===== src/rtl/hand_pkg.sv =====
package hand_pkg;

    // Coordinate width shared by all position ports
    localparam int coord_w = 12;

    // Screen wrap limits
    localparam int max_x = 1024;
    localparam int max_y = 768;

    localparam int reset_x = 512;
    localparam int reset_y = 384;  // Bottom corner

    // Top corner sits this many rows above the bottom corner
    localparam int hand_span = 64;

    localparam int num_buttons = 4;

    // Bit positions in the button vector
    localparam int btn_left = 0;
    localparam int btn_right = 1;
    localparam int btn_up = 2;
    localparam int btn_down = 3;

endpackage


===== src/rtl/button_debounce.sv =====
module button_debounce #(
    parameter int WIDTH = 4,
    parameter int DEBOUNCE_CYCLES = 500000
) (
    input  logic             clk_in,
    input  logic             rst_in,
    input  logic [WIDTH-1:0] raw,
    output logic [WIDTH-1:0] clean
);

    localparam int CNT_W = $clog2(DEBOUNCE_CYCLES + 1);
    localparam logic [CNT_W-1:0] CNT_DONE = CNT_W'(DEBOUNCE_CYCLES);

    logic [WIDTH-1:0] sync_a;
    logic [WIDTH-1:0] sync_b;
    logic [CNT_W-1:0] stable_cnt [WIDTH];

    // Two-flop synchronizer for the asynchronous buttons
    always_ff @(posedge clk_in) begin
        if (rst_in) begin
            sync_a <= '0;
            sync_b <= '0;
        end else begin
            sync_a <= raw;
            sync_b <= sync_a;
        end
    end

    always_ff @(posedge clk_in) begin
        if (rst_in) begin
            clean <= '0;
            for (int i = 0; i < WIDTH; i++) begin
                stable_cnt[i] <= '0;
            end
        end else begin
            for (int i = 0; i < WIDTH; i++) begin
                if (sync_b[i] == clean[i]) begin
                    stable_cnt[i] <= '0;            // Nothing pending
                end else if (stable_cnt[i] == CNT_DONE) begin
                    clean[i] <= sync_b[i];
                    stable_cnt[i] <= '0;
                end else begin
                    stable_cnt[i] <= stable_cnt[i] + 1'b1;
                end
            end
        end
    end

endmodule


===== src/rtl/hand_controller.sv =====
module hand_controller #(
    parameter int MOVE_PERIOD = 1625000,
    parameter int MOVE_STEP = 16
) (
    input  logic                             clk_in,
    input  logic                             rst_in,
    input  logic [hand_pkg::num_buttons-1:0] buttons_clean,
    output logic [hand_pkg::coord_w-1:0]     bottom_x,
    output logic [hand_pkg::coord_w-1:0]     bottom_y,
    output logic [hand_pkg::coord_w-1:0]     top_x,
    output logic [hand_pkg::coord_w-1:0]     top_y,
    output logic                             pos_changed
);

    localparam int CW = hand_pkg::coord_w;
    localparam int DW = CW + 2;  // Room for sign and overflow
    localparam int CNT_W = (MOVE_PERIOD > 1) ? $clog2(MOVE_PERIOD) : 1;

    localparam logic [CNT_W-1:0] CNT_LAST = CNT_W'(MOVE_PERIOD - 1);
    localparam logic signed [DW-1:0] STEP = DW'(MOVE_STEP);
    localparam logic signed [DW-1:0] LIM_X = DW'(hand_pkg::max_x);
    localparam logic signed [DW-1:0] LIM_Y = DW'(hand_pkg::max_y);

    localparam logic [CW-1:0] RST_X = CW'(hand_pkg::reset_x);
    localparam logic [CW-1:0] RST_BOT_Y = CW'(hand_pkg::reset_y);
    localparam logic [CW-1:0] RST_TOP_Y = CW'(hand_pkg::reset_y - hand_pkg::hand_span);

    logic [CNT_W-1:0] move_cnt;
    logic move_now;

    logic signed [DW-1:0] dx;
    logic signed [DW-1:0] dy;

    logic [CW-1:0] next_bottom_x;
    logic [CW-1:0] next_bottom_y;
    logic [CW-1:0] next_top_x;
    logic [CW-1:0] next_top_y;
    logic any_move;

    // Step one coordinate and wrap at either screen edge
    function automatic logic [CW-1:0] wrap_step(
        input logic [CW-1:0] pos,
        input logic signed [DW-1:0] delta,
        input logic signed [DW-1:0] limit
    );
        logic signed [DW-1:0] sum;
        logic signed [DW-1:0] res;
        sum = $signed({2'b00, pos}) + delta;
        if (sum >= limit) begin
            res = delta;
        end else if (sum < 0) begin
            res = limit + delta;
        end else begin
            res = sum;
        end
        return res[CW-1:0];
    endfunction

    always_ff @(posedge clk_in) begin
        if (rst_in) begin
            move_cnt <= '0;
        end else if (move_cnt == CNT_LAST) begin
            move_cnt <= '0;
        end else begin
            move_cnt <= move_cnt + 1'b1;
        end
    end

    assign move_now = (move_cnt == '0);

    // Left beats right, up beats down; up is negative y
    always_comb begin
        dx = '0;
        dy = '0;
        if (buttons_clean[hand_pkg::btn_left]) begin
            dx = -STEP;
        end else if (buttons_clean[hand_pkg::btn_right]) begin
            dx = STEP;
        end
        if (buttons_clean[hand_pkg::btn_up]) begin
            dy = -STEP;
        end else if (buttons_clean[hand_pkg::btn_down]) begin
            dy = STEP;
        end
    end

    assign next_bottom_x = wrap_step(bottom_x, dx, LIM_X);
    assign next_bottom_y = wrap_step(bottom_y, dy, LIM_Y);
    assign next_top_x = wrap_step(top_x, dx, LIM_X);
    assign next_top_y = wrap_step(top_y, dy, LIM_Y);

    assign any_move = (next_bottom_x != bottom_x) || (next_bottom_y != bottom_y) ||
                      (next_top_x != top_x) || (next_top_y != top_y);

    always_ff @(posedge clk_in) begin
        if (rst_in) begin
            bottom_x <= RST_X;
            bottom_y <= RST_BOT_Y;
            top_x <= RST_X;
            top_y <= RST_TOP_Y;
            pos_changed <= 1'b0;
        end else begin
            pos_changed <= move_now && any_move;  // Lines up with the new coordinates
            if (move_now) begin
                bottom_x <= next_bottom_x;
                bottom_y <= next_bottom_y;
                top_x <= next_top_x;
                top_y <= next_top_y;
            end
        end
    end

endmodule


===== src/rtl/hand_report.sv =====
module hand_report (
    input  logic                         clk_in,
    input  logic                         rst_in,
    input  logic [hand_pkg::coord_w-1:0] bottom_x,
    input  logic [hand_pkg::coord_w-1:0] bottom_y,
    input  logic [hand_pkg::coord_w-1:0] top_x,
    input  logic [hand_pkg::coord_w-1:0] top_y,
    input  logic                         pos_changed,
    input  logic                         report_ack,
    output logic                         report_req,
    output logic [hand_pkg::coord_w-1:0] report_bottom_x,
    output logic [hand_pkg::coord_w-1:0] report_bottom_y,
    output logic [hand_pkg::coord_w-1:0] report_top_x,
    output logic [hand_pkg::coord_w-1:0] report_top_y
);

    localparam int CW = hand_pkg::coord_w;

    typedef enum logic [1:0] {
        st_idle,
        st_wait_high,
        st_wait_low
    } state_t;

    state_t state;
    logic pending;  // A change arrived while a transfer was busy

    assign report_req = (state == st_wait_high);

    always_ff @(posedge clk_in) begin
        if (rst_in) begin
            state <= st_idle;
            pending <= 1'b0;
            report_bottom_x <= CW'(hand_pkg::reset_x);
            report_bottom_y <= CW'(hand_pkg::reset_y);
            report_top_x <= CW'(hand_pkg::reset_x);
            report_top_y <= CW'(hand_pkg::reset_y - hand_pkg::hand_span);
        end else begin
            case (state)
                st_idle: begin
                    if (pos_changed) begin
                        report_bottom_x <= bottom_x;
                        report_bottom_y <= bottom_y;
                        report_top_x <= top_x;
                        report_top_y <= top_y;
                        state <= st_wait_high;
                    end
                end
                st_wait_high: begin
                    if (pos_changed) pending <= 1'b1;
                    if (report_ack) state <= st_wait_low;  // Drops req
                end
                st_wait_low: begin
                    if (!report_ack) begin
                        if (pending || pos_changed) begin
                            // Newest position only, intermediate steps are lost
                            report_bottom_x <= bottom_x;
                            report_bottom_y <= bottom_y;
                            report_top_x <= top_x;
                            report_top_y <= top_y;
                            pending <= 1'b0;
                            state <= st_wait_high;
                        end else begin
                            state <= st_idle;
                        end
                    end else if (pos_changed) begin
                        pending <= 1'b1;
                    end
                end
                default: state <= st_idle;
            endcase
        end
    end

endmodule


===== src/rtl/hand_top.sv =====
module hand_top #(
    parameter int DEBOUNCE_CYCLES = 500000,
    parameter int MOVE_PERIOD = 1625000,  // 25 ms at 65 MHz
    parameter int MOVE_STEP = 16
) (
    input  logic                             clk_in,
    input  logic                             rst_in,
    input  logic [hand_pkg::num_buttons-1:0] buttons,
    input  logic                             report_ack,
    output logic                             report_req,
    output logic [hand_pkg::coord_w-1:0]     report_bottom_x,
    output logic [hand_pkg::coord_w-1:0]     report_bottom_y,
    output logic [hand_pkg::coord_w-1:0]     report_top_x,
    output logic [hand_pkg::coord_w-1:0]     report_top_y
);

    logic [hand_pkg::num_buttons-1:0] buttons_clean;

    // Live corner positions
    logic [hand_pkg::coord_w-1:0] bottom_x;
    logic [hand_pkg::coord_w-1:0] bottom_y;
    logic [hand_pkg::coord_w-1:0] top_x;
    logic [hand_pkg::coord_w-1:0] top_y;
    logic pos_changed;

    button_debounce #(
        .WIDTH(hand_pkg::num_buttons),
        .DEBOUNCE_CYCLES(DEBOUNCE_CYCLES)
    ) debounce_inst (
        .clk_in(clk_in),
        .rst_in(rst_in),
        .raw(buttons),
        .clean(buttons_clean)
    );

    hand_controller #(
        .MOVE_PERIOD(MOVE_PERIOD),
        .MOVE_STEP(MOVE_STEP)
    ) controller_inst (
        .clk_in(clk_in),
        .rst_in(rst_in),
        .buttons_clean(buttons_clean),
        .bottom_x(bottom_x),
        .bottom_y(bottom_y),
        .top_x(top_x),
        .top_y(top_y),
        .pos_changed(pos_changed)
    );

    hand_report report_inst (
        .clk_in(clk_in),
        .rst_in(rst_in),
        .bottom_x(bottom_x),
        .bottom_y(bottom_y),
        .top_x(top_x),
        .top_y(top_y),
        .pos_changed(pos_changed),
        .report_ack(report_ack),
        .report_req(report_req),
        .report_bottom_x(report_bottom_x),
        .report_bottom_y(report_bottom_y),
        .report_top_x(report_top_x),
        .report_top_y(report_top_y)
    );

endmodule


===== config.mk =====
export PLATFORM = sky130hd
export DESIGN_NAME = hand_top
export DESIGN_NICKNAME = d
export VERILOG_FILES = /design/src/rtl/hand_pkg.sv /design/src/rtl/button_debounce.sv /design/src/rtl/hand_controller.sv /design/src/rtl/hand_report.sv /design/src/rtl/hand_top.sv
export SDC_FILE = /design/constraint.sdc
export NUM_CORES = 1
export LEC_CHECK = 0
export BUFFER_PORTS_ARGS = -buffer_cell sky130_fd_sc_hd__buf_4
export CAP_MARGIN = 25
export CORE_MARGIN = 8
export CORE_UTILIZATION = 60
export CTS_CLUSTER_SIZE = 40
export DETAILED_ROUTE_END_ITERATION = 10
export GPL_TIMING_DRIVEN = 0
export PLACE_DENSITY = 0.78
export SYNTH_ARGS = -nofsm -noshare
export SYNTH_HDL_FRONTEND = slang
export SYNTH_SLANG_ARGS = --single-unit

===== constraint.sdc =====
create_clock -name clk_in -period 11.52 [get_ports clk_in]
set_input_delay 0.576 -clock clk_in [delete_from_list [all_inputs] [get_ports clk_in]]
set_output_delay 0.576 -clock clk_in [all_outputs]
set_load 0.02 [all_outputs]

# Yosys cells after proc, flatten, opt, wreduce, memory -nomap -nowiden
# Memory sizes are Yosys's and may differ from the RTL's.
# Cells that the tools add are included.
# word_totals
regBits,133
ram_bits,76
output_inout_bits,49
word_cells,186
memories,1
# mem_list
name,words,word_bits,rd,rd_ports_with_merged_regs,write_ports,line_no,rtl
debounce_inst.stable_cnt,4,19,4,0,4,button_debounce.sv:16,logic [CNT_W-1:0] stable_cnt [WIDTH];
# op_classes
add_sub_neg,11
order_cmp,8
eq_ne,20
mux,95
n_bitwise,16
reduce_logical,17
# ops
op,n
$mux W12,20
$mux W19,12
$pmux W12 S2,4
$add A19 B1 Y19 const B,4
$eq A19 B19 Y1 const B,4
$add A13 B14 Y14,4
$lt A14 B1 Y1 const B,4
$mux W1,50
$ne A12 B12 Y1,4
$ge A14 B11 Y1 const B,2
$ge A14 B12 Y1 const B,2
$mux W14,2
$add A21 B1 Y21 const B,1
$eq A21 B21 Y1 const B,1
$logic_not A21 Y1,1
$add A11 B12 Y12 const A,1
$add A12 B12 Y12 const A,1
$or A1 B1 Y1,12
$mux W5,2
$reduce_and A2 Y1,5
$mux W2,3
$ne A2 B2 Y1 const B,3
$pmux W2 S3,1
$eq A1 B1 Y1,4
other kinds (13),20

# Logic depth before layout (Yosys ltp)
# Gate-level depths: netlist (run 1).
# logic_depth
depth_word,11
depth_mapped,17
depth_no_buf,14

# Hierarchy
# A second synthesis (run 1) with hierarchy kept.
# hier_totals
hier_cells,1459
hier_area_um2,12958.7
# by_module_without_submodules
mod,n_inst,cells_per_inst,area_each_um2,seq_area_each_um2
hand_controller,1,780,5995.8,1401.3
button_debounce,1,457,4732.0,2522.4
hand_report,1,222,2230.9,1021.0

# Worst setup path after synthesis (run 1)
# OpenSTA, ideal clock, no wires.
# synth_timing
path_type,flip-flop to flip-flop
from,reg debounce_inst.clean[2]
to,reg controller_inst.pos_changed
setup_ns,0.134
t_arrival_ns,4.007
required_time_ns,11.386
setup_slack_ns,7.379
stages_incl_launch_ff,17
path_buffers,2
period_less_slack_ns,4.141
path_cell_list,dfxtp_1 > clkbuf_1 > inv_1 > buf_6 > nand2_1 > ha_1 > fa_1 > a21o_1 > a221oi_2 > o22ai_1 > or4b_4 > a22o_1 > nand2_1 > o2111ai_1 > or4_1 > nor4_2 > a311oi_1
# synth_between
elab_chain_len,10
word_cells_on_any_way,18
# synth_rtl
item,line_no,rtl
from (decl),button_debounce.sv:8,output logic [WIDTH-1:0] clean
"from (signal, indexed assignment)",button_debounce.sv:40,clean[i] <= sync_b[i];
$mux W14 *,hand_controller.sv:80,if (buttons_clean[hand_pkg::btn_up]) begin
$add A13 B14 Y14,hand_controller.sv:48,"sum = $signed({2'b00, pos}) + delta;"
$lt A14 B1 Y1,hand_controller.sv:51,end else if (sum < 0) begin
$mux W12,hand_controller.sv:51,
$mux W12,hand_controller.sv:49,if (sum >= limit) begin
$ne A12 B12 Y1,hand_controller.sv:92,assign any_move = (next_bottom_x != bottom_x) || (next_bottom_y != bottom_y) ||
$logic_or A1 B1 Y1 (2 in a row),hand_controller.sv:92,
$logic_or A1 B1 Y1 *,hand_controller.sv:93,(next_top_x != top_x) || (next_top_y != top_y);
$logic_and A1 B1 Y1 *,hand_controller.sv:103,pos_changed <= move_now && any_move;
to (signal assigned),hand_controller.sv:103,
to (decl),hand_controller.sv:12,output logic pos_changed
# Every way passes the cells marked *; elsewhere a longest branch is shown, timed or not.
# A chain may end at the register's enable or synchronous reset.

# Final worst setup path (run 1)
# layout_timing
from,reg debounce_inst.clean[0]
to,reg controller_inst.pos_changed
# layout_between
elab_chain_len,10
word_cells_on_any_way,18
# layout_rtl
item,line_no,rtl
$mux W14 *,hand_controller.sv:75,if (buttons_clean[hand_pkg::btn_left]) begin
$add A13 B14 Y14,hand_controller.sv:48,
$lt A14 B1 Y1,hand_controller.sv:51,
$mux W12,hand_controller.sv:51,
$mux W12,hand_controller.sv:49,
$ne A12 B12 Y1,hand_controller.sv:92,
$logic_or A1 B1 Y1,hand_controller.sv:92,
$logic_or A1 B1 Y1 *,hand_controller.sv:92,
$logic_or A1 B1 Y1 *,hand_controller.sv:93,
$logic_and A1 B1 Y1 *,hand_controller.sv:103,
# Marked as above.

==> impl_metrics.json, run 1 <==
{
  "status": "finished, final reports clean",
  "fin_skew_ps": 14.27,
  "ant_nets": 0,
  "maxCapViolations": 0,
  "drt_iter0_markers": 849,
  "synth_seq_cells": 209,
  "synthArstFlopShare_pct": 0,
  "r2r_start": "debounce_inst.clean[0]",
  "crit_path_max_fanout": 19,
  "place_congestion": 0.9695,
  "remaining_drc_errors": 0,
  "hold_path_end": "debounce_inst.sync_a[2]",
  "drive_gt1_share_pct": 7.951,
  "cts_resized": 0,
  "rsz0062_at_grt": "false",
  "fmax_mhz": 180.1,
  "cts_buffers": 23,
  "core_area_sq_um": 19530,
  "synth_edf_count": 76,
  "preCtsSetupSlack_ps": 6092,
  "worst_slew_pin_slew_ps": 1170,
  "synthCells": 1376,
  "synth_top_cell_by_area": "dfxtp_1",
  "power_leakage_nw": 5.408,
  "critPathCaptureType": "flip-flop",
  "crit_type": "flip-flop to flip-flop",
  "clock_sinks": 209,
  "viasPerCell": 5.773,
  "yosysSeqAreaShare_pct": 41.38,
  "start_util_pct": 61.20,
  "hold_path.class": "input pin to flip-flop",
  "reg2reg_slack_ps": 5970,
  "io_pins": 56,
  "path_clk_slew_ps": 60,
  "setup_violations": 0,
  "areaGrowthSynthToFinish_pct": 15.56,
  "yosysWarnings": 0,
  "firstDrtPassIters": 6,
  "layout_setup_ws_ps": 5967,
  "wire_per_inst_um": 16.85,
  "nNetsFinal": 1592,
  "cts_buffer_depth": 3,
  "clk_latency_ps": 510,
  "num_rows": 51,
  "synth_area_per_cell_sq_um": 8.685,
  "grt_pass1_vias": 9954,
  "num_vias": 10460,
  "hold_viol_final": 0,
  "ir_drop_mv": 0.1473,
  "die_area_sq_um": 24690,
  "cts-root-buf": "clkbuf_16",
  "grt-ovfl-total": 0,
  "period_share_pct": 48.20,
  "nFillCells": 1581,
  "antenna_found_initial": 0,
  "die_h_um": 157.1,
  "cp.required_ps": 11860,
  "post-cts-setup-buffer-count": 0,
  "wl_um": 30540,
  "cp-start-kind": "flip-flop",
  "n_antenna_cell": 0,
  "portBuffers": 55,
  "grt_max_degree": 22,
  "yosysTopAreaCellShare_pct": 22.28,
  "fin_crit_ps": 5553,
  "cts_tree": "yes",
  "arrival_ps": 5890,
  "netlist_top_cells_area": "dfxtp_1 (22%), edfxtp_1 (19%), nor2_1 (5.7%)",
  "maxSlewViolCount": 0,
  "reg2reg_to": "controller_inst.pos_changed",
  "hold_depth": 2,
  "syn_area_sq_um": 11950,
  "tns_ps": 0,
  "synth.distinct_cells": 85,
  "p_per_area_nw_per_um2": 140.2,
  "h-tree-depth": 1,
  "die_x_um": 157.1,
  "r2r_cells": 16,
  "max_slew_margin_pct": 21.97,
  "track_usage_pct": 24.62,
  "grt_pass1_wl_um": 49780,
  "cts.hold.buffers_added": 0,
  "place_hpwl_um": 22120,
  "hp-start": "buttons[2]",
  "synth_ff_type": "dfxtp_1"
}
routing by layer:
metal | vias up | track usage [%] | wire (um)
li1 | 5145 | - | -
met1 | 4848 | 33.06 | 13570
met2 | 400 | 40.25 | 13730
met3 | 67 | 3.866 | 2470
met4 | 0 | 7.389 | 767
met5 | - | 0 | 0
worst max path at each step:
stage / startpoint / end / slack, ps / cells past startpoint
2_1_floorplan: debounce_inst.clean[2] / controller_inst.pos_changed / 7380 / 16
3_3_place_gp: debounce_inst.clean[0] / controller_inst.pos_changed / 6200 / 16
3_5_place_dp: debounce_inst.clean[0] / controller_inst.pos_changed / 6090 / 16
4_1_cts: debounce_inst.clean[0] / controller_inst.pos_changed / 6070 / 16
5_1_grt: debounce_inst.clean[0] / controller_inst.pos_changed / 5770 / 16
6_report: debounce_inst.clean[0] / controller_inst.pos_changed / 5970 / 16
cell usage in the layout, fill, tap and decap left out, types with 6 or more instances in the layout:
cell type	Yosys	layout
a211o_1	10	10
a211oi_1	21	21
a21o_1	16	16
a21oi_1	113	113
a31oi_1	7	7
and2_1	23	23
and3_1	21	21
buf_4	2	57
clkbuf_1	42	48
clkbuf_16	0	25
conb_1	1	76
dfxtp_1	133	133
edfxtp_1	76	76
ha_1	50	50
inv_1	43	43
mux2i_1	10	10
nand2_1	169	169
nand2b_1	7	7
nand3_1	63	63
nand3b_1	7	7
nand4_1	18	18
nor2_1	180	180
nor2b_1	16	16
nor3_1	22	22
nor4_1	18	18
nor4b_1	6	6
o2111ai_1	7	7
o211ai_1	11	11
o21a_1	8	8
o21ai_0	38	38
o221ai_1	6	6
o22ai_1	6	6
or3_1	16	16
xnor2_1	47	47
xor2_1	66	66
report_power, final:
| group | switching [W] | internal, W |
|---|---|---|
| clock | 0.000292 | 0.000509 |
| combinational | 0.000183 | 0.000106 |
| sequential | 0.0000441 | 0.000801 |
Yosys cell counts (all sizes together) (14+ instances only):
cell type,n
nor2,180
nand2,169
dfxtp,133
a21oi,115
edfxtp,76
xor2,66
nand3,63
ha,50
xnor2,47
inv,43
clkbuf,42
o21ai,39
and2,25
a211oi,22
and3,22
nor3,22
nand4,19
nor4,19
a21o,17
or3,17
nor2b,16
buf,14
critical path, stage by stage (launching register included):
cell and delay (ps):
dfxtp_1 600, clkbuf_1 380, or2_2 370, clkbuf_1 210
ha_1 290, fa_1 440, a211oi_1 300, o21ai_0 150
xnor2_1 350, and2_0 180, buf_2 170, a21oi_1 130
xor2_1 190, a2111oi_0 620, o2111ai_1 270, nor4_1 480
a311oi_1 260
layout make-up:
class	count	area [sq um]	share of cell area (%)
plain buffers	57	269.0	1.948
multi-input cells	1141	6853	49.62
clock inverters	6	130.1	0.9423
flip-flops and latches	209	4945	35.81
clock buffers	35	703.2	5.092
inverters	44	165.2	1.196
well taps	265	331.6	2.401
repair buffers	55	412.9	2.990
flip-flops by register name, summed over array words and instances (netlist names):
register	count
controller_inst.bottom_y	12
controller_inst.top_y	12
debounce_inst.stable_cnt	76
debounce_inst.sync_b	4
debounce_inst.clean	4
report_inst.report_top_y	12
report_inst.report_bottom_y	12
controller_inst.move_cnt	21
report_inst.state	2
report_inst.pending	1
controller_inst.bottom_x	12
debounce_inst.sync_a	4
controller_inst.pos_changed	1
report_inst.report_top_x	12
report_inst.report_bottom_x	12
controller_inst.top_x	12
cells by family after synthesis:
logic type	synth area share (%)
xor gates and xnor gates	8.282
and+or+nand+nor	23.70
AOI/OAI and AO/OA	16.23
muxes	0.8376
adders and majority gates	5.905
DFF	41.38
buffers and inverters	3.633
other	0.03138
stage by stage:
stage	utilization, %	area [sq um]	hold slack, ps	power (W)	cells
6_report	70.72	13810	277.9	0.001936	1812
5_1_grt	70.72	13810	292.6	0.002006	1812
4_1_cts	70.72	13810	272.2	0.001943	1812
3_5_place_dp	66.46	12980	434.4	0.001142	1771
3_3_place_gp	66.46	12980	423.2	0.001135	1771
2_1_floorplan	-	12230	413.8	0.001050	1451
Power figures use the tool's default switching activity.
==> run 2: changes to the inputs <==
--- a/config.mk
+++ b/config.mk
@@ -8,11 +8,11 @@
 export BUFFER_PORTS_ARGS = -buffer_cell sky130_fd_sc_hd__buf_4
 export CAP_MARGIN = 25
 export CORE_MARGIN = 8
-export CORE_UTILIZATION = 60
+export CORE_UTILIZATION = 56
 export CTS_CLUSTER_SIZE = 40
 export DETAILED_ROUTE_END_ITERATION = 10
 export GPL_TIMING_DRIVEN = 0
-export PLACE_DENSITY = 0.78
+export PLACE_DENSITY = 0.77
 export SYNTH_ARGS = -nofsm -noshare
 export SYNTH_HDL_FRONTEND = slang
 export SYNTH_SLANG_ARGS = --single-unit
==> constraint.sdc (replaced) <==
create_clock -name clk_in -period 5.05 [get_ports clk_in]
set_input_delay 0.2525 -clock clk_in [delete_from_list [all_inputs] [get_ports clk_in]]
set_output_delay 0.2525 -clock clk_in [all_outputs]
set_load 0.02 [all_outputs]
==> run 2 against run 1 <==
  * Sequential share of layout area down 0.14 points
  * Core utilization down 4.5 points
  * Global-route usage down 1.7 points
  * Clock power up 120%
  * Critical endpoint unchanged
  * Total power up 130%
  * Clock skew down 1.8 ps
==> impl_metrics.json, run 2 (synthesis results as in run 1) <==
{
  "setup_violations": 0,
  "cts-root-buf": "clkbuf_16",
  "cp.required_ps": 5420,
  "num_vias": 10510,
  "areaGrowthSynthToFinish_pct": 16.12,
  "period_share_pct": 96.41,
  "layout_common_cells": "nor2_1 (180), nand2_1 (169), dfxtp_1 (131)",
  "remaining_drc_errors": 0,
  "place_hpwl_um": 22170,
  "grt_pass1_vias": 10090,
  "hold_viol_final": 0,
  "max_slew_margin_pct": 27.97,
  "ant_nets": 0,
  "place_congestion": 0.9306,
  "critical-path-max-stage-delay_ps": 520,
  "final_common_cell": "nor2_1",
  "critPathCaptureType": "flip-flop",
  "clk_latency_ps": 510,
  "fin_crit_ps": 4869,
  "maxSlewViolCount": 0,
  "wl_um": 30500,
  "start_util_pct": 57.03,
  "status": "finished, final reports clean",
  "crit_chain": "buf_2 -> or2_2 -> clkbuf_1 -> ha_1 -> fa_1 -> a211oi_1 -> o21ai_0 -> xnor2_1 -> and2_0 -> buf_2 -> a21oi_2 -> o21ai_0 -> a2111oi_1 -> o2111ai_1 -> nor4_2 -> a311oi_1",
  "largest_register_ffs": 76,
  "grt_pass1_wl_um": 50310,
  "crit_path_max_fanout": 19,
  "final_util_pct": 66.22,
  "fmax_mhz": 205.4,
  "grt_max_degree": 22,
  "grt-ovfl-total": 0,
  "worst_slew_pin_slew_ps": 1080,
  "die_x_um": 162.1,
  "post-cts-setup-buffer-count": 0,
  "cts_tree": "yes",
  "top_regs": "debounce_inst.stable_cnt (76), controller_inst.move_cnt (21)",
  "tns_ps": 0,
  "nNetsFinal": 1597,
  "place_area_sq_um": 12990,
  "num_rows": 53,
  "drive_gt1_share_pct": 8.178,
  "rsz0062_at_grt": "false",
  "track_usage_pct": 22.88,
  "wire_per_inst_um": 16.69,
  "h-tree-depth": 1,
  "portBuffers": 55,
  "cts_buffers": 24,
  "final_cell_area_sq_um": 13880,
  "cp-start-kind": "flip-flop",
  "arrival_ps": 5240,
  "drt_iter0_markers": 711,
  "p_per_area_nw_per_um2": 314.3,
  "cts_buffer_depth": 3,
  "viasPerCell": 5.748,
  "maxCapViolations": 0,
  "path_clk_slew_ps": 60,
  "cpMaxStageDelayCell": "a2111oi_1",
  "antenna_found_initial": 0,
  "firstDrtPassIters": 5,
  "die_area_sq_um": 26270,
  "io_pins": 56,
  "ir_drop_mv": 0.2635,
  "fin_skew_ps": 12.48,
  "crit_type": "flip-flop to flip-flop",
  "core_area_sq_um": 20960,
  "power_leakage_nw": 5.431,
  "clock_sinks": 209,
  "n_antenna_cell": 0,
  "hold_path.class": "input pin to flip-flop",
  "largest_register": "debounce_inst.stable_cnt",
  "die_h_um": 162.1
}
==> run 2: layout make-up <==
class / count / area [sq um]
Buffer: 57 / 270.3
Clock buffer: 39 / 772.0
Clock inverter: 4 / 50.05
Fill cell: 1788 / 7078
Inverter: 44 / 165.2
Multi-Input combinational cell: 1141 / 6873
Sequential cell: 209 / 4950
Tap cell: 275 / 344.1
Timing Repair Buffer: 59 / 452.9
==> run 2: metrics by stage <==
stage,setup slack (ps),total power [W],hold WS [ps],cells
floorplan,908.9,0.002396,380.7,1451
global placement,-255.2,0.002592,419.0,1781
detailed placement,-241.3,0.002605,428.3,1781
CTS,6.849,0.004391,73.07,1828
global route,26.11,0.004534,95.08,1828
finish,181.1,0.004361,87.32,1828
==> run 2: path summary, 6_finish.rpt <==
check                                from                     endpoint  slack (ps)  cells after the start
setup / recovery   debounce_inst.clean[0]  controller_inst.pos_changed         180                     16
hold / removal                 report_ack         report_inst.state[1]          90                      3
setup reg to reg   debounce_inst.clean[0]  controller_inst.pos_changed         180                     16
hold reg to reg   debounce_inst.sync_a[3]      debounce_inst.sync_b[3]         440                      1
==> run 2: power by group <==
part | internal (W) | total (W) | switching, W | leakage (nW)
clock network | 0.00110 | 0.00177 | 0.000675 | 0.402
logic | 0.000244 | 0.000665 | 0.000420 | 3.16
registers | 0.00183 | 0.00192 | 0.0000972 | 1.87
total | 0.00317 | 0.00436 | 0.00119 | 5.43
==> run 2: layer usage <==
layer	up-vias	share of wire, %	GRT usage, %
li1	5167	-	-
met1	4879	45	30.73
met2	394	45	36.46
met3	68	6.9	3.999
met4	0	2.9	8.081
met5	-	0	0
==> run 2: worst max-delay path, delay by kind of cell, from the launching register on <==
| kind | cells | cell delay (ps) |
|---|---|---|
| buf+inv | 3 | 650 |
| compound gates | 7 | 1870 |
| simple gates | 3 | 790 |
| flops | 1 | 460 |
| xor+xnor | 1 | 190 |
| fa+ha+maj | 2 | 750 |
==> run 2: what timing repair did <==
action / CTS / global route
endpoints found under the setup margin: 1 / 5
pin swaps: 0 / 1
gates resized for setup: 2 / 9
hold buffers: 4 / 0
hold endpoints to repair: 4 / 0
